`src/design/lynx_video_pkg.sv`:
```
////////////////////////////////////////////////////////////
// Lynx video back end shared definitions
// Frame geometry, raster timing, blend scaling and video types
////////////////////////////////////////////////////////////

package lynx_video_pkg;

	////////////////////////////////////////////////////////////
	// Frame geometry
	////////////////////////////////////////////////////////////
	localparam int FRAME_W      = 160;
	localparam int FRAME_H      = 102;
	localparam int FRAME_PIXELS = 16320;
	localparam int BANK_COUNT   = 3;

	////////////////////////////////////////////////////////////
	// Raster timing, in pixel enables and lines
	////////////////////////////////////////////////////////////
	localparam int CE_DIV         = 9;
	localparam int LINE_TOTAL     = 445;
	localparam int LINE_COUNT     = 270;
	localparam int V_ACTIVE_FIRST = 120;
	localparam int HS_START       = 350;
	localparam int HS_LEN         = 32;
	localparam int VS_FIRST       = 1;
	localparam int VS_LAST        = 4;

	// Normalisation of the three frame sum
	localparam int BLEND3_MUL   = 21845;
	localparam int BLEND3_SHIFT = 14;

	////////////////////////////////////////////////////////////
	// Types
	////////////////////////////////////////////////////////////
	typedef logic [11:0] rgb444_t;
	typedef logic [13:0] pix_addr_t;
	typedef logic [8:0]  coord_t;
	typedef logic [1:0]  bank_t;

	typedef struct packed {
		logic [7:0] r;
		logic [7:0] g;
		logic [7:0] b;
	} rgb888_t;

	typedef enum logic [1:0] {
		BLEND_OFF   = 2'd0,
		BLEND_TWO   = 2'd1,
		BLEND_THREE = 2'd2
	} blend_mode_t;

	// One pixel write from the console side
	typedef struct packed {
		pix_addr_t addr;
		rgb444_t   rgb;
	} pix_wr_t;

	typedef struct packed {
		rgb444_t bank2;
		rgb444_t bank1;
		rgb444_t bank0;
	} bank_rd_t;

	typedef struct packed {
		logic    ce_pix;
		logic    hs;
		logic    vs;
		logic    hbl;
		logic    vbl;
		rgb888_t rgb;
	} video_out_t;

endpackage

```
`src/design/raster_timing.sv`:
```
////////////////////////////////////////////////////////////
// Raster generator
// Pixel enable, x/y counters, sync, blanking and read address
////////////////////////////////////////////////////////////

`timescale 1ns/1ps

module raster_timing (
	input  logic                      clk_sys,
	input  logic                      rst,
	output lynx_video_pkg::pix_addr_t rd_addr,
	output logic                      ce_pix,
	output logic                      hs,
	output logic                      vs,
	output logic                      hbl,
	output logic                      vbl,
	output logic                      frame_end
);

	logic [$clog2(lynx_video_pkg::CE_DIV)-1:0] div;
	lynx_video_pkg::coord_t                    x;
	lynx_video_pkg::coord_t                    y;
	logic                                      line_end;
	logic                                      last_line;

	////////////////////////////////////////////////////////////
	// Pixel enable, one clock in CE_DIV
	////////////////////////////////////////////////////////////
	always_ff @(posedge clk_sys) begin
		if (rst) begin
			div    <= '0;
			ce_pix <= 1'b0;
		end else begin
			if (div == (lynx_video_pkg::CE_DIV - 1)) begin
				div <= '0;
			end else begin
				div <= div + 1'b1;
			end
			ce_pix <= (div == (lynx_video_pkg::CE_DIV - 1));
		end
	end

	assign line_end  = (x == lynx_video_pkg::coord_t'(lynx_video_pkg::LINE_TOTAL - 1));
	assign last_line = (y == lynx_video_pkg::coord_t'(lynx_video_pkg::LINE_COUNT - 1));

	////////////////////////////////////////////////////////////
	// Raster counters
	////////////////////////////////////////////////////////////
	always_ff @(posedge clk_sys) begin
		if (rst) begin
			x <= '0;
			y <= '0;
		end else if (ce_pix) begin
			if (line_end) begin
				x <= '0;
				if (last_line) begin
					y <= '0;
				end else begin
					y <= y + lynx_video_pkg::coord_t'(1);
				end
			end else begin
				x <= x + lynx_video_pkg::coord_t'(1);
			end
		end
	end

	// Wrap of the whole raster
	assign frame_end = ce_pix && line_end && last_line;

	////////////////////////////////////////////////////////////
	// Sync and blanking decode for the current position
	////////////////////////////////////////////////////////////
	assign hbl = (x >= lynx_video_pkg::coord_t'(lynx_video_pkg::FRAME_W));
	assign vbl = (y < lynx_video_pkg::coord_t'(lynx_video_pkg::V_ACTIVE_FIRST)) ||
		(y >= lynx_video_pkg::coord_t'(lynx_video_pkg::V_ACTIVE_FIRST +
			lynx_video_pkg::FRAME_H));

	assign hs = (x >= lynx_video_pkg::coord_t'(lynx_video_pkg::HS_START)) &&
		(x < lynx_video_pkg::coord_t'(lynx_video_pkg::HS_START + lynx_video_pkg::HS_LEN));

	// Vsync edges line up with the hsync start
	assign vs = ((y == lynx_video_pkg::coord_t'(lynx_video_pkg::VS_FIRST)) &&
			(x >= lynx_video_pkg::coord_t'(lynx_video_pkg::HS_START))) ||
		((y > lynx_video_pkg::coord_t'(lynx_video_pkg::VS_FIRST)) &&
			(y < lynx_video_pkg::coord_t'(lynx_video_pkg::VS_LAST))) ||
		((y == lynx_video_pkg::coord_t'(lynx_video_pkg::VS_LAST)) &&
			(x < lynx_video_pkg::coord_t'(lynx_video_pkg::HS_START)));

	////////////////////////////////////////////////////////////
	// Read address
	////////////////////////////////////////////////////////////
	// Points at the next visible pixel, so the RAM word is ready
	// when the blender samples on the following enable
	always_ff @(posedge clk_sys) begin
		if (rst) begin
			rd_addr <= '0;
		end else if (ce_pix) begin
			if (vbl) begin
				rd_addr <= '0;
			end else if (!hbl) begin
				if (rd_addr == lynx_video_pkg::pix_addr_t'(lynx_video_pkg::FRAME_PIXELS - 1)) begin
					rd_addr <= '0;
				end else begin
					rd_addr <= rd_addr + lynx_video_pkg::pix_addr_t'(1);
				end
			end
		end
	end

	// Frame end falls on an enable that follows a full divider period
	a_frame_end_ce: assert property (@(posedge clk_sys) disable iff (rst)
		frame_end |-> (ce_pix && $past(ce_pix, lynx_video_pkg::CE_DIV)))
		else $error("raster_timing: frame_end off the pixel enable grid");

endmodule

```
`config.mk`:
```
export PLATFORM = sky130hd
export DESIGN_NAME = raster_timing
export DESIGN_NICKNAME = d
export VERILOG_FILES = /design/src/design/lynx_video_pkg.sv /design/src/design/raster_timing.sv
export SDC_FILE = /design/constraint.sdc
export NUM_CORES = 1
export LEC_CHECK = 0
export ABC_CLOCK_PERIOD_IN_PS = 2750
export BUFFER_PORTS_ARGS = -buffer_cell sky130_fd_sc_hd__buf_2
export CORE_MARGIN = 3
export CORE_UTILIZATION = 55
export DETAILED_ROUTE_END_ITERATION = 12
export PLACE_DENSITY = 0.76
export SYNTH_ARGS = -nofsm -noshare
export SYNTH_HDL_FRONTEND = slang
export SYNTH_SLANG_ARGS = --single-unit
```
`constraint.sdc`:
```
create_clock -name clk_sys -period 2.75 [get_ports clk_sys]
set_input_delay 0 -clock clk_sys [delete_from_list [all_inputs] [get_ports clk_sys]]
set_output_delay 0 -clock clk_sys [all_outputs]
set_load 0.005 [all_outputs]
```
==> impl_metrics.tcl <==
set metrics [dict create \
    yosysUniqueCellTypes 39 \
    start_util_pct 58.2 \
    vdd.ir_drop.worst_v 0.000526 \
    cp.buffers_inverters 0 \
    finalWeightedCongestion 0.827 \
    outcome "finished, final reports clean" \
    postCtsResizedCells 0 \
    number_of_global_route_vias_before_repair 1640 \
    cts-hold-fix-buffers 0 \
    drtAntennaViolNets 0 \
    p_per_area_nw_per_um2 468 \
    timing.final.max_slew_violations 0 \
    wl_um 3980 \
    cts.clk_slew.worst_paths_ps 110 \
    clockRootBuffer "sky130_fd_sc_hd__clkbuf_4" \
    synth_enable_flop_cells 0 \
    fp.dieH_um 65.9 \
    tritoncts "yes" \
    grt_antenna_before_repair 0 \
    grt_start_max_net_pins 23 \
    async_flop_share_pct 0 \
    cp_data_required_time_ps 3020 \
    mapped_cells 245 \
    drcViolationCount 0 \
    die-area_um2 4340 \
    postCtsSetupBuffers 0 \
    firstDrtPassIters 4 \
    cts_inserted_buffers 5 \
    arrival_time_of_the_worst_setup_path_ps 2450 \
    fin_skew_ps 14.3 \
    worstSkewPairLatency_ps 350 \
    tightest_slew_margin_relative_to_the_limit_pct 55.2 \
    fin_setup_tns_ps 0 \
    setup-violations-final 0 \
    detailedRoute.firstIterationViolations 120 \
    post-route-util_pct 65.3 \
    area_delta_synth_final_pct 12.1 \
    worst_hold_slack_ps 50.0 \
    timing.critical_path.max_delay_family "simple AND/OR/NAND/NOR gates" \
    route.detailed.vias_per_inst 5.65 \
    tightestPinTransition_ps 667 \
    synth_top_flop_cell "sky130_fd_sc_hd__dfxtp_1" \
    synthesis.yosys.warnings 0 \
    cp_slowest_stage_delay_ps 660 \
    post_route_cells_drive_above_1_share_pct 13.4 \
    clock_tree.buffer_depth 2 \
    seq_area_frac_synth_pct 37.5 \
    kind_of_critical_path "reg -> reg" \
    worst-path-max-fanout 10 \
    cts.htree.levels 2 \
    dp_cells 306 \
    die_w_um 65.9 \
    startpoint_type "flop" \
    clock_sinks 37 \
    post-route-period-util_pct 79.0 \
    cap_violations 0 \
    globalRouteOverflowTotal 0 \
    num_vias 1775 \
    placed_wire_length_estimate_um 2880 \
    rsz0062_at_grt "false" \
    fin_cells 314 \
    core-area_um2 3390 \
    number_of_placement_rows 21 \
    avgRoutedWirePerCell_um 12.7 \
    crit_chain "a41o_1, a311o_1, nor4_2, nand4_1, mux2i_1" \
    grt_first_pass_wirelength_um 6920 \
    leakagePower_nw 0.827 \
    syn-cell-area_um2 1970 \
    achievable-frequency_ghz 0.460 \
    globalRouteTotalUtil_pct 20.4 \
    n_antenna_cell 0 \
    hp-class "in -> reg" \
    setup.worst_path.end_class "flop" \
    numPortBuffers 21 \
    synth.avg_cell_area_um2 8.05 \
    synth.ff_latch_count 37 \
    timing.final.hold_violations 0 \
    cp_slowest_cell "sky130_fd_sc_hd__nor4_2" \
    finalCriticalPeriod_ps 2170 \
    io-pin-count 22 \
    net_count_final 276 \
    synthesis.nets 254 \
]
[flip-flops by register name, indices dropped and copies added, names as in the netlist]
signal and flops:
div 4, x 9, rd_addr 14, y 9, ce_pix 1
[power breakdown]
group          switching (W)  internal (W)  leakage [nW]
Sequential        0.00000358      0.000540         0.298
Clock               0.000184      0.000281        0.0552
Combinational      0.0000166     0.0000101         0.473
[Yosys cell counts, types with 3 or more instances]
library cell,n,area share (%)
sky130_fd_sc_hd__nand2b_1,6,1.9
sky130_fd_sc_hd__nand2_1,20,3.8
sky130_fd_sc_hd__and3_1,7,2.2
sky130_fd_sc_hd__ha_1,7,4.4
sky130_fd_sc_hd__or3_1,6,1.9
sky130_fd_sc_hd__nor2_1,23,4.4
sky130_fd_sc_hd__nand3_1,20,5.1
sky130_fd_sc_hd__o21ai_0,9,2.3
sky130_fd_sc_hd__a21oi_1,18,4.6
sky130_fd_sc_hd__clkbuf_1,7,1.3
sky130_fd_sc_hd__nor3_1,14,3.6
sky130_fd_sc_hd__inv_1,11,2.1
sky130_fd_sc_hd__dfxtp_1,37,38
sky130_fd_sc_hd__xnor2_1,9,4.0
sky130_fd_sc_hd__xor2_1,5,2.2
sky130_fd_sc_hd__nor4_1,5,1.6
sky130_fd_sc_hd__nand4_1,9,2.9
sky130_fd_sc_hd__mux2i_1,5,2.5
sky130_fd_sc_hd__nand3b_1,3,1.1
[final timing paths]
path                            startpoint         end  slack, ps  cells after the start
worst min register to register      div[0]      div[0]        500                      1
worst max-delay path                  y[2]  rd_addr[6]        580                      5
worst max register to register        y[2]  rd_addr[6]        580                      5
worst min-delay path                   rst  rd_addr[0]         50                      2
[layout by cell type (no fill, tap or decap), types with 2 or more instances in the layout]
master | Yosys | routed
sky130_fd_sc_hd__nand2b_1 | 6 | 6
sky130_fd_sc_hd__bufinv_16 | 0 | 2
sky130_fd_sc_hd__nand3b_1 | 3 | 3
sky130_fd_sc_hd__buf_4 | 0 | 3
sky130_fd_sc_hd__nor4_1 | 5 | 5
sky130_fd_sc_hd__ha_1 | 7 | 7
sky130_fd_sc_hd__clkbuf_4 | 0 | 5
sky130_fd_sc_hd__mux2i_1 | 5 | 5
sky130_fd_sc_hd__dfxtp_1 | 37 | 37
sky130_fd_sc_hd__and3b_1 | 2 | 2
sky130_fd_sc_hd__nand3_1 | 20 | 20
sky130_fd_sc_hd__nand2_1 | 20 | 20
sky130_fd_sc_hd__or3_1 | 6 | 6
sky130_fd_sc_hd__nor2_1 | 23 | 23
sky130_fd_sc_hd__inv_1 | 11 | 11
sky130_fd_sc_hd__and3_1 | 7 | 7
sky130_fd_sc_hd__buf_2 | 0 | 21
sky130_fd_sc_hd__nor3b_1 | 2 | 2
sky130_fd_sc_hd__xor2_1 | 5 | 5
sky130_fd_sc_hd__o21ai_0 | 9 | 9
sky130_fd_sc_hd__or4_1 | 2 | 2
sky130_fd_sc_hd__nor3_1 | 14 | 14
sky130_fd_sc_hd__nand4_1 | 9 | 9
sky130_fd_sc_hd__xnor2_1 | 9 | 9
sky130_fd_sc_hd__a21oi_1 | 18 | 18
[layer usage]
| layer | share of wire [%] | track usage [%] |
|---|---|---|
| met5 | 0 | 0 |
| met3 | 4.5 | 4.93 |
| met2 | 48 | 35.2 |
| met4 | 1.1 | 7.77 |
| met1 | 46 | 24.1 |
[layout make-up]
cell class	instances	area, um2
clock buffer	5	37.5
sequential	37	741
clock inverter	3	65.1
inverter	11	41.3
fill	311	1180
multi-input combinational	188	1140
tap	46	57.6
timing repair buffer	24	128
[logic make-up after synthesis]
logic type / after synthesis / share of synthesized area [%]
AND/OR/NAND/NOR: 126 / 34.1
flip-flops: 37 / 37.5
AO/OA/AOI/OAI: 36 / 10.7
buffers and inverters: 20 / 4.57
XOR/XNOR: 14 / 6.21
adder cells (fa/ha/maj): 7 / 4.44
multiplexers: 5 / 2.54
[worst register-to-register path, cell delays in order (launching register included)]
cell                      delay (ps)
sky130_fd_sc_hd__dfxtp_1         390
sky130_fd_sc_hd__a41o_1          240
sky130_fd_sc_hd__a311o_1         490
sky130_fd_sc_hd__nor4_2          660
sky130_fd_sc_hd__nand4_1         170
sky130_fd_sc_hd__mux2i_1         160
[metrics by stage]
step                      total power, W  instance area [um2]  setup WS [ps]
after CTS                        0.00105                 2210            580
after global placement          0.000582                 2110            629
after detailed placement        0.000582                 2110            596
after floorplan                 0.000575                 1970            601
after global routing             0.00107                 2210            416
final                            0.00104                 2210            578
No activity file was read; power rests on OpenSTA's default activity.
