File: src/design/lynx_video_pkg.sv
////////////////////////////////////////////////////////////
// Lynx video back end shared definitions
// Frame geometry, raster timing, blend scaling and video types
////////////////////////////////////////////////////////////

package lynx_video_pkg;

	////////////////////////////////////////////////////////////
	// Frame geometry
	////////////////////////////////////////////////////////////
	localparam int FRAME_W      = 160;
	localparam int FRAME_H      = 102;
	localparam int FRAME_PIXELS = 16320;
	localparam int BANK_COUNT   = 3;

	////////////////////////////////////////////////////////////
	// Raster timing, in pixel enables and lines
	////////////////////////////////////////////////////////////
	localparam int CE_DIV         = 9;
	localparam int LINE_TOTAL     = 445;
	localparam int LINE_COUNT     = 270;
	localparam int V_ACTIVE_FIRST = 120;
	localparam int HS_START       = 350;
	localparam int HS_LEN         = 32;
	localparam int VS_FIRST       = 1;
	localparam int VS_LAST        = 4;

	// Normalisation of the three frame sum
	localparam int BLEND3_MUL   = 21845;
	localparam int BLEND3_SHIFT = 14;

	////////////////////////////////////////////////////////////
	// Types
	////////////////////////////////////////////////////////////
	typedef logic [11:0] rgb444_t;
	typedef logic [13:0] pix_addr_t;
	typedef logic [8:0]  coord_t;
	typedef logic [1:0]  bank_t;

	typedef struct packed {
		logic [7:0] r;
		logic [7:0] g;
		logic [7:0] b;
	} rgb888_t;

	typedef enum logic [1:0] {
		BLEND_OFF   = 2'd0,
		BLEND_TWO   = 2'd1,
		BLEND_THREE = 2'd2
	} blend_mode_t;

	// One pixel write from the console side
	typedef struct packed {
		pix_addr_t addr;
		rgb444_t   rgb;
	} pix_wr_t;

	typedef struct packed {
		rgb444_t bank2;
		rgb444_t bank1;
		rgb444_t bank0;
	} bank_rd_t;

	typedef struct packed {
		logic    ce_pix;
		logic    hs;
		logic    vs;
		logic    hbl;
		logic    vbl;
		rgb888_t rgb;
	} video_out_t;

endpackage

File: src/design/flicker_blend.sv
////////////////////////////////////////////////////////////
// Flicker blender
// Mixes the shown frame with earlier frames into 8-bit RGB
////////////////////////////////////////////////////////////

`timescale 1ns/1ps

module flicker_blend (
	input  logic                        clk_sys,
	input  logic                        rst,
	input  logic                        ce_pix,
	input  logic                        hs,
	input  logic                        vs,
	input  logic                        hbl,
	input  logic                        vbl,
	input  logic                        frame_end,
	input  lynx_video_pkg::bank_t       newest_bank,
	input  lynx_video_pkg::bank_rd_t    bank_rd,
	input  lynx_video_pkg::blend_mode_t blend_mode,
	output lynx_video_pkg::video_out_t  video
);

	lynx_video_pkg::bank_t       shown_bank;
	lynx_video_pkg::bank_t       last_bank;
	lynx_video_pkg::blend_mode_t mode_q;
	lynx_video_pkg::rgb444_t     rgb_now;
	lynx_video_pkg::rgb444_t     rgb_last;
	lynx_video_pkg::rgb888_t     rgb_mix;

	function automatic lynx_video_pkg::rgb444_t pick(
		input lynx_video_pkg::bank_rd_t rd,
		input lynx_video_pkg::bank_t    idx
	);
		case (idx)
			2'd1:    return rd.bank1;
			2'd2:    return rd.bank2;
			default: return rd.bank0;
		endcase
	endfunction

	// One colour channel, 4-bit inputs to 8-bit output
	function automatic logic [7:0] blend_chan(
		input lynx_video_pkg::blend_mode_t mode,
		input logic [3:0]                  now_v,
		input logic [3:0]                  last_v,
		input logic [3:0]                  v0,
		input logic [3:0]                  v1,
		input logic [3:0]                  v2
	);
		logic [4:0]  sum2;
		logic [5:0]  sum3;
		logic [7:0]  wide3;
		logic [23:0] prod;
		sum2  = {1'b0, now_v} + {1'b0, last_v};
		sum3  = {2'b00, v0} + {2'b00, v1} + {2'b00, v2};
		wide3 = {sum3, sum3[5:4]};
		prod  = 24'(wide3) * 24'(lynx_video_pkg::BLEND3_MUL);
		case (mode)
			lynx_video_pkg::BLEND_TWO:   return {sum2, sum2[4:2]};
			lynx_video_pkg::BLEND_THREE: return 8'(prod >> lynx_video_pkg::BLEND3_SHIFT);
			default:                     return {now_v, now_v};
		endcase
	endfunction

	////////////////////////////////////////////////////////////
	// Bank selection, updated once per raster frame
	////////////////////////////////////////////////////////////
	always_ff @(posedge clk_sys) begin
		if (rst) begin
			shown_bank <= '0;
			last_bank  <= '0;
			mode_q     <= lynx_video_pkg::BLEND_OFF;
		end else if (frame_end) begin
			shown_bank <= newest_bank;
			last_bank  <= shown_bank;
			mode_q     <= blend_mode;
		end
	end

	assign rgb_now  = pick(bank_rd, shown_bank);
	assign rgb_last = pick(bank_rd, last_bank);

	always_comb begin
		rgb_mix.r = blend_chan(mode_q, rgb_now[11:8], rgb_last[11:8],
			bank_rd.bank0[11:8], bank_rd.bank1[11:8], bank_rd.bank2[11:8]);
		rgb_mix.g = blend_chan(mode_q, rgb_now[7:4], rgb_last[7:4],
			bank_rd.bank0[7:4], bank_rd.bank1[7:4], bank_rd.bank2[7:4]);
		rgb_mix.b = blend_chan(mode_q, rgb_now[3:0], rgb_last[3:0],
			bank_rd.bank0[3:0], bank_rd.bank1[3:0], bank_rd.bank2[3:0]);
	end

	////////////////////////////////////////////////////////////
	// Output register
	////////////////////////////////////////////////////////////
	always_ff @(posedge clk_sys) begin
		if (rst) begin
			video.ce_pix <= 1'b0;
			video.hs     <= 1'b0;
			video.vs     <= 1'b0;
			video.hbl    <= 1'b1;
			video.vbl    <= 1'b1;
			video.rgb    <= '0;
		end else begin
			video.ce_pix <= ce_pix;
			if (ce_pix) begin
				video.hs  <= hs;
				video.vs  <= vs;
				video.hbl <= hbl;
				video.vbl <= vbl;
				video.rgb <= rgb_mix;
			end
		end
	end

endmodule

File: config.mk
export PLATFORM = sky130hd
export DESIGN_NAME = flicker_blend
export DESIGN_NICKNAME = d
export VERILOG_FILES = /design/src/design/lynx_video_pkg.sv /design/src/design/flicker_blend.sv
export SDC_FILE = /design/constraint.sdc
export NUM_CORES = 1
export LEC_CHECK = 0
export BUFFER_PORTS_ARGS = -buffer_cell sky130_fd_sc_hd__buf_2
export CORE_UTILIZATION = 25
export CTS_CLUSTER_SIZE = 30
export DETAILED_ROUTE_END_ITERATION = 10
export PLACE_DENSITY = 0.4
export SYNTH_ARGS = -nofsm -noshare
export SYNTH_HDL_FRONTEND = slang
export SYNTH_SLANG_ARGS = --single-unit
File: constraint.sdc
create_clock -name clk_sys -period 13.56 [get_ports clk_sys]
set_clock_uncertainty 0.2 [all_clocks]
set_input_delay 0.678 -clock clk_sys [delete_from_list [all_inputs] [get_ports clk_sys]]
set_output_delay 0.678 -clock clk_sys [all_outputs]
set_load 0.02 [all_outputs]
==> results of run 1 <==
==> registers in the layout, summed over array words and instances (netlist names) <==
| name | cells |
|---|---|
| last_bank | 2 |
| mode_q | 2 |
| shown_bank | 2 |
| video | 29 |
==> per-stage QoR <==
stage | hold slack [ns] | instance area (µm²) | setup WS [ns] | util (%) | std cells
6_report | 0.269 | 7270 | 7.49 | 29.0 | 1160
3_3_place_gp | 0.256 | 7130 | 7.15 | 28.4 | 1152
2_1_floorplan | 0.287 | 6400 | 7.74 | - | 767
5_1_grt | 0.283 | 7270 | 7.12 | 29.0 | 1160
4_1_cts | 0.274 | 7270 | 7.45 | 29.0 | 1160
3_5_place_dp | 0.259 | 7130 | 7.16 | 28.4 | 1152
==> cell usage in the layout, fill, tap and decap left out, types with 3 or more instances in the layout <==
master       n
o22ai_1      6
buf_2       76
mux2i_1      9
buf_4        4
a31oi_1      8
nor4_1       4
o21ai_1     15
a21o_1      26
a21oi_1     37
nand4_1      3
nand2b_1     7
dfxtp_1     35
inv_1       74
o211ai_1     4
nand2_1     68
o21bai_1     3
nor2b_1     10
ha_1       129
nor3b_1      3
a211oi_1     5
or3_1        5
a22oi_1     24
a21boi_0     4
a211o_1      4
nand3_1     21
o21ai_0     46
nand3b_1     3
clkbuf_16    5
and4_1       3
nor3_1      11
nor2_1      39
o21a_1       7
xor2_1      12
xnor2_1     28
fa_1        42
o31ai_1      6
==> logic make-up after synthesis <==
family	after synthesis
adder cells (fa/ha/maj)	171
multiplexers	11
XOR/XNOR	42
AO/OA/AOI/OAI	220
flip-flops	35
AND/OR/NAND/NOR	188
buffers and inverters	100
==> worst max-delay path, delay by kind of cell <==
| family | cells | cell delay (ns) |
|---|---|---|
| AO/OA/AOI/OAI | 9 | 1.64 |
| XOR/XNOR | 2 | 0.30 |
| AND/OR/NAND/NOR | 1 | 0.34 |
| buffers and inverters | 2 | 0.22 |
| adder cells (fa/ha/maj) | 8 | 2.84 |
==> per-layer routing <==
metal  wire, µm  part of all wire [%]  up-vias  GRT usage (%)
met5          0                     0        -              0
met4        180                  0.93        0           2.57
met3        532                   2.8        9           1.30
met2       9740                    50       79           28.0
met1       8840                    46     2662           19.2
li1           -                     -     2873              -
==> path summary, 6_finish.rpt <==
check                      from   endpoint  slack (ns)  cells past startpoint
hold / removal        video[12]  video[12]        0.27                      1
hold reg to reg       video[12]  video[12]        0.27                      1
setup / recovery     bank_rd[1]   video[7]        7.49                     22
setup reg to reg  shown_bank[1]  video[14]       10.07                     13
==> cell type report <==
class	instances	area, µm²
clock buffer	5	125
clock inverter	3	23.8
fill	2817	17800
inverter	75	282
multi-input combinational	632	5320
sequential	35	701
tap	330	413
timing repair buffer	80	410
==> out/qor.csv, run 1 <==
metric,value,unit
gr-total-overflow,0,
htreeDepth,2,
yosys.area_share.simple,14.0,%
initial_utilization,25.5,%
finalHoldViolCount,0,
synth_cell_types,67,
cts-buffers-inserted,5,
syn_area_per_cell,8.34,µm²
synth_warnings,0,
dieArea,26200,µm²
detail_route.wl_per_cell,16.6,µm
cts_sinks,35,
core.rowCount,58,
root_buffer,clkbuf_16,
routed_wl,19300,µm
drcViolationCount,0,
status,"finished, final reports clean",
cp.required,13.51,ns
synth_edf_count,0,
drive_gt1_share,12.5,%
maxCapViolations,0,
synthMuxAreaShare,1.80,%
setup_tns,0,ns
synth_seq_area_share,11.0,%
drt-initial-drc-count,274,
synth_seq_cells,35,
crit_chain,buf_2 -> fa_1 -> ha_1 -> fa_1 -> a21oi_1 -> nor2b_1 -> ha_1 -> inv_1 -> fa_1 -> fa_1 -> xnor2_1 -> ha_1 -> a21o_1 -> ha_1 -> a21o_1 -> a21oi_2 -> o21bai_1 -> a21oi_1 -> a21oi_1 -> a311oi_2 -> xnor2_1 -> o22ai_1,
synth-compound-area-share,23.0,%
core_area,25100,µm²
fin_crit_sh,44.8,%
max_freq,165,MHz
worst_pin_slew,0.735,ns
dr.pass1.iters,5,
ys_async_sr_fraction,0,%
ctsHoldBuffers,0,
cts_resized,0,
synthXorXnorAreaFrac,5.99,%
synth_top_family_by_area,adder cells,
routed_via_density,4.85,
max_stage_delay,0.55,ns
die_h,162,µm
yosys-top-cells-area,"ha_1, fa_1, dfxtp_1",
final_net_count,1048,
grt_max_degree,51,
critPathArrivalTime,6.03,ns
clock_latency,0.29,ns
relSlewSlack,51.0,%
slowest_stage,fa_1,
track_usage,15.2,%
grt_pass1_wl,31000,µm
hold_class,flop to flop,
clk_pin_slew,0.07,ns
port-buffer-count,76,
cts_tree,done,
end_kind,flop,
ys_top_cells_by_count,"ha_1, inv_1, nand2_1",
synth_top_area_share,25.2,%
synth_top_cell_by_area,ha_1,
syn2layout_area_growth,13.7,%
fin_crit,6.07,ns
crit_type,primary input to flop,
post_cts_buffers,0,
syn_inst,767,
finalSetupViolations,0,
syn-cell-area,6400,µm²
antennaDiodeCount,0,
yosysMostFrequentCell,ha_1,
maxSlewViolCount,0,
place_congestion,0.772,
rsz0062_at_grt,false,
syn_nets,986,
synth_flop_cell,dfxtp_1,
ios,77,
die_x,162,µm
grt_pass1_vias,5738,
start_kind,primary input,
vias,5623,
antenna_found_initial,0,
detail-route-antenna-nets,0,
clock_path_buffers,2,
synth_fa_ha_area_share,38.4,%
path_max_fanout,11,
place_hpwl,16200,µm
Power of run 1 is left out: the tool's default activity adds up to more than one toggle a clock period on the data nets, which glitch-free logic cannot reach.
==> run 2, diff against run 1 <==
==> constraint.sdc (replaced) <==
create_clock -name clk_sys -period 5.9 [get_ports clk_sys]
set_clock_uncertainty 0.2 [all_clocks]
set_input_delay 0.295 -clock clk_sys [delete_from_list [all_inputs] [get_ports clk_sys]]
set_output_delay 0.295 -clock clk_sys [all_outputs]
set_load 0.02 [all_outputs]
==> run 2 against run 1 <==
Effect of this change:
- register-to-register slack worse by 7.7 ns
- cell count is 2.4% higher
- first-iteration DRC count is 22% lower
- worst hold slack worse by 0.25 ns
- critical path type unchanged
- largest cell class unchanged
==> out/qor.csv, run 2 (synthesis gave the netlist of run 1 again) <==
metric,value,unit
crit_type,primary input to flop,
status,"finished, final reports clean",
htreeDepth,2,
die_h,162,µm
cp_top_family,adder cells,
maxSlewViolCount,0,
layout_setup_ws,0.367,ns
core.rowCount,58,
cp_common_cell,fa_1,
start_kind,primary input,
r2r-end,video[14],
finalSetupViolations,0,
hold_class,primary input to flop,
detail-route-antenna-nets,0,
crit_chain,buf_2 -> fa_1 -> ha_1 -> fa_1 -> xor2_1 -> ha_1 -> inv_1 -> fa_1 -> fa_1 -> inv_1 -> fa_1 -> ha_1 -> a211oi_1 -> nand3_1 -> o22ai_4 -> o31ai_2 -> or4_1 -> a211oi_2,
grtUsageMet2,28.7,%
dr.pass1.iters,7,
rsz0062_at_grt,false,
most-common-layout-cells,"ha_1, buf_2, inv_1, nand2_1, o21ai_0",
worstSetupEndpoint,video[22],
fin_crit_sh,93.8,%
core_area,25100,µm²
layout_commonest_cell,ha_1,
path_buf_inv,3,
critPathArrivalTime,5.54,ns
antenna_found_initial,0,
track_usage,15.4,%
gr-total-overflow,0,
ios,77,
crit_cells,18,
largest_register,video,
grt_max_degree,51,
vias,5786,
drt-initial-drc-count,215,
dieArea,26200,µm²
root_buffer,clkbuf_16,
ff2ff_path_depth,13,
clk_pin_slew,0.06,ns
met3_usage,1.38,%
detail_route.wl_per_cell,16.4,µm
end_kind,flop,
final_net_count,1076,
clock_path_buffers,2,
routed_wl,19500,µm
cp.required,5.91,ns
max_freq,181,MHz
grt_pass1_vias,5964,
place_hpwl,16400,µm
die_x,162,µm
cts_sinks,35,
ctsHoldBuffers,0,
slowest_stage,fa_1,
cts-buffers-inserted,5,
clock_latency,0.29,ns
largest_reg_flops,29,
port-buffer-count,76,
path_max_fanout,5,
cts_tree,done,
r2r_start,shown_bank[1],
preCtsSetupSlack,0.0678,ns
fin_crit,5.53,ns
relSlewSlack,50.8,%
drcViolationCount,0,
syn2layout_area_growth,17.7,%
cts_resized,0,
maxCapViolations,0,
antennaDiodeCount,0,
cp-startpoint,bank_rd[9],
place_congestion,0.782,
r2r_setup_slack,2.35,ns
setup_tns,0,ns
post_cts_buffers,0,
finalHoldViolCount,0,
top_usage_layer,met2,
grt_pass1_wl,31500,µm
use_met1,18.5,%
worst_pin_slew,0.739,ns
drive_gt1_share,15.4,%
initial_utilization,25.5,%
max_stage_delay,0.53,ns
routed_via_density,4.87,
## run 2: cell count changes in the layout (fill, tap and decap cells not counted), sizes merged
cell,before,now
buf,80,108
bufinv,0,2
clkinvlp,2,0
clkbuf,5,6
inv,76,75
## run 2: how the worst min path moves through the flow
stage,from,slack [ns],end,cells past startpoint
after CTS,vbl,0.01,video[24],2
final,vbl,0.01,video[24],2
after global placement,video[9],0.26,video[9],2
after floorplan,vbl,0.22,video[24],1
after detailed placement,video[12],0.26,video[12],1
after global routing,hbl,0.02,video[25],2
## run 2: final cells by class
class | count | area [µm²]
flip-flops and latches | 35 | 701
fillers | 2800 | 17600
well taps | 330 | 413
multi-input cells | 632 | 5320
inverters | 75 | 282
clock inverters | 2 | 60.1
repair buffers | 108 | 621
clock buffers | 6 | 129
## run 2: metal layers
layer	vias up	share of wire, %
met2	71	51
li1	2917	-
met3	20	2.5
met4	0	2.1
met1	2778	45
met5	-	0
## run 2: through the flow
stage / std cells / utilization [%] / hold slack, ns / area (µm²)
after global routing: 1188 / 30.0 / 0.0160 / 7530
final: 1188 / 30.0 / 0.0148 / 7530
after detailed placement: 1180 / 29.2 / 0.264 / 7340
after CTS: 1188 / 30.0 / 0.0104 / 7520
after global placement: 1180 / 29.2 / 0.258 / 7340
after floorplan: 767 / - / 0.217 / 6400
Power of run 2 is left out for the same reason.
==> run 3, diff against run 2 <==
--- a/config.mk
+++ b/config.mk
@@ -5,7 +5,9 @@
 export SDC_FILE = /design/constraint.sdc
 export NUM_CORES = 1
 export LEC_CHECK = 0
+export ABC_AREA = 1
 export BUFFER_PORTS_ARGS = -buffer_cell sky130_fd_sc_hd__buf_2
+export CORE_MARGIN = 10
 export CORE_UTILIZATION = 25
 export CTS_CLUSTER_SIZE = 30
 export DETAILED_ROUTE_END_ITERATION = 10
==> run 3 against run 2 <==
Effect of this change:
- maximum frequency grew 3.3%
- routed wire length grew 11%
- largest cell class unchanged
- first-iteration DRC count grew 80%
- synthesized cell count grew 25%
- register-to-register slack is essentially flat
- setup slack gained 0.18 ns
- highest routed layer is now met5
- via count grew 11%
- critical path type unchanged
==> out/qor.csv, run 3 <==
metric,value,unit
status,"finished, final reports clean",
max_stage_delay,0.55,ns
r2r_setup_slack,2.36,ns
final_net_count,1241,
hold_class,primary input to flop,
finalSetupViolations,0,
crit_type,primary input to flop,
clock_path_buffers,2,
crit_chain,buf_2 -> fa_1 -> ha_1 -> a21oi_1 -> nand2_1 -> nand2_1 -> and2_1 -> inv_1 -> fa_1 -> fa_1 -> inv_1 -> fa_1 -> ha_1 -> a21oi_1 -> o21ai_0 -> a21boi_0 -> nand2_1 -> nand2_1 -> nand2_1 -> nand2_1 -> nand3_1 -> nand2_1 -> nand2_1 -> a21oi_1,
yosysMostFrequentCell,nand2_1,
drcViolationCount,0,
finalHoldViolCount,0,
cp_common_cell,nand2_1,
multiInputGateArea,5360,µm²
top_usage_layer,met2,
cts_tree,done,
cts_resized,0,
setup_tns,0,ns
gr-total-overflow,0,
port-buffer-count,76,
synth_edf_count,0,
grt_max_degree,42,
synth_flop_cell,dfxtp_1,
syn2layout_area_growth,13.4,%
grt_pass1_vias,6755,
fillers,2959,
initial_utilization,25.3,%
synth_warnings,0,
root_buffer,clkbuf_16,
detail-route-antenna-nets,0,
ys_top_cells_by_count,"nand2_1, inv_1, ha_1",
maxCapViolations,0,
routed_wl,21600,µm
final_core_util,28.7,%
met3_usage,1.93,%
antennaDiodeCount,0,
relSlewSlack,34.5,%
synth_cell_types,41,
syn_inst,957,
post_cts_buffers,0,
layout_commonest_cell,nand2_1,
syn-cell-area,6780,µm²
yosys-top-cells-area,"ha_1, fa_1, dfxtp_1",
end_kind,flop,
drt-initial-drc-count,388,
vias,6444,
largest_reg_flops,29,
core_area,26800,µm²
cts_sinks,35,
fin_crit_sh,90.8,%
grtUsageMet2,22.5,%
worst_pin_slew,0.981,ns
path_max_fanout,6,
clock_latency,0.27,ns
place_congestion,0.820,
routed_via_density,4.72,
ios,77,
maxSlewViolCount,0,
use_met1,16.8,%
slowest_stage,fa_1,
clk_pin_slew,0.06,ns
syn_area_per_cell,7.08,µm²
detail_route.wl_per_cell,15.9,µm
grt_pass1_wl,35500,µm
antenna_found_initial,2,
die_x,185,µm
synth_seq_area_share,10.3,%
synth_seq_cells,35,
most-common-layout-cells,"nand2_1, inv_1, ha_1, o21ai_0, a21oi_1",
cp_top_family,adder cells,
fin_crit,5.36,ns
syn_nets,1176,
synth_top_area_share,23.8,%
drive_gt1_share,12.0,%
ys_async_sr_fraction,0,%
cp.required,5.90,ns
path_buf_inv,3,
die_h,185,µm
max_freq,187,MHz
core.rowCount,60,
dr.pass1.iters,5,
cts-buffers-inserted,5,
critPathArrivalTime,5.36,ns
track_usage,12.9,%
synth_top_cell_by_area,ha_1,
dieArea,34100,µm²
htreeDepth,2,
start_kind,primary input,
largest_register,video,
place_hpwl,18700,µm
seq_area,701,µm²
rsz0062_at_grt,false,
==> run 3: cell count changes in the layout (fill, tap and decap cells not counted), moves of 9 or more <==
| cell | before | now |
|---|---|---|
| a21o_1 | 26 | 15 |
| a21oi_1 | 37 | 78 |
| a221o_1 | 0 | 18 |
| a22oi_1 | 24 | 0 |
| buf_4 | 32 | 4 |
| inv_1 | 74 | 156 |
| mux2i_1 | 9 | 0 |
| nand2_1 | 68 | 184 |
| nand3_1 | 21 | 46 |
| nor2b_1 | 10 | 0 |
| o21ai_0 | 46 | 88 |
| xnor2_1 | 28 | 3 |
==> run 3: path summary, 6_finish.rpt <==
path                                    start   endpoint  cells after the start
worst max-delay path              bank_rd[11]  video[22]                     24
worst min-delay path                      vbl  video[24]                      3
worst max register to register  shown_bank[0]  video[10]                     14
worst min register to register      video[24]  video[24]                      2
==> run 3: layer usage <==
metal	wire, µm	part of all wire [%]
met1	10300	48
met2	10300	48
met3	819	3.8
met4	127	0.59
met5	27	0.12
==> run 3: area by class of cell <==
type | instances | area share (%)
multi-input cells | 737 | 69.7
inverters | 162 | 7.91
repair buffers | 81 | 5.47
clock inverters | 2 | 0.456
clock buffers | 6 | 1.81
well taps | 341 | 5.55
flip-flops and latches | 35 | 9.11
==> run 3: logic make-up after synthesis <==
group / count (synthesis) / share of synthesized area, %
AO/OA/AOI/OAI: 230 / 19.5
XOR/XNOR: 21 / 2.71
adder cells (fa/ha/maj): 171 / 36.2
buffers and inverters: 185 / 10.6
flip-flops: 35 / 10.3
AND/OR/NAND/NOR: 315 / 20.6
==> run 3: metrics by stage <==
step,std cells,instance area [µm²],worst slack (ns),hold WS [ns]
after floorplan,957,6780,0.997,0.167
after CTS,1364,7690,0.525,0.0363
after detailed placement,1355,7510,0.250,0.249
final,1364,7690,0.545,0.0396
after global placement,1355,7510,0.183,0.244
after global routing,1364,7690,0.0903,0.0529
==> run 3: what timing repair did <==
action / in CTS / in global routing
setup endpoints to repair: 0 / 0
endpoints found under the hold margin: 1 / 0
hold buffers: 1 / 0
==> run 3: worst reg2reg max path, cell delays in order, from the launching register on <==
cell and delay, ns:
dfxtp_1 0.34, inv_1 0.08, ha_1 0.46, inv_2 0.33, nor2_1 0.08, a31oi_1 0.38
ha_1 0.27, inv_1 0.06, fa_1 0.37, or2_2 0.31, a21oi_1 0.13, o21ai_0 0.11
o21ai_1 0.11, nand2_1 0.07, a21oi_1 0.17
Power of run 3 is left out for the same reason.
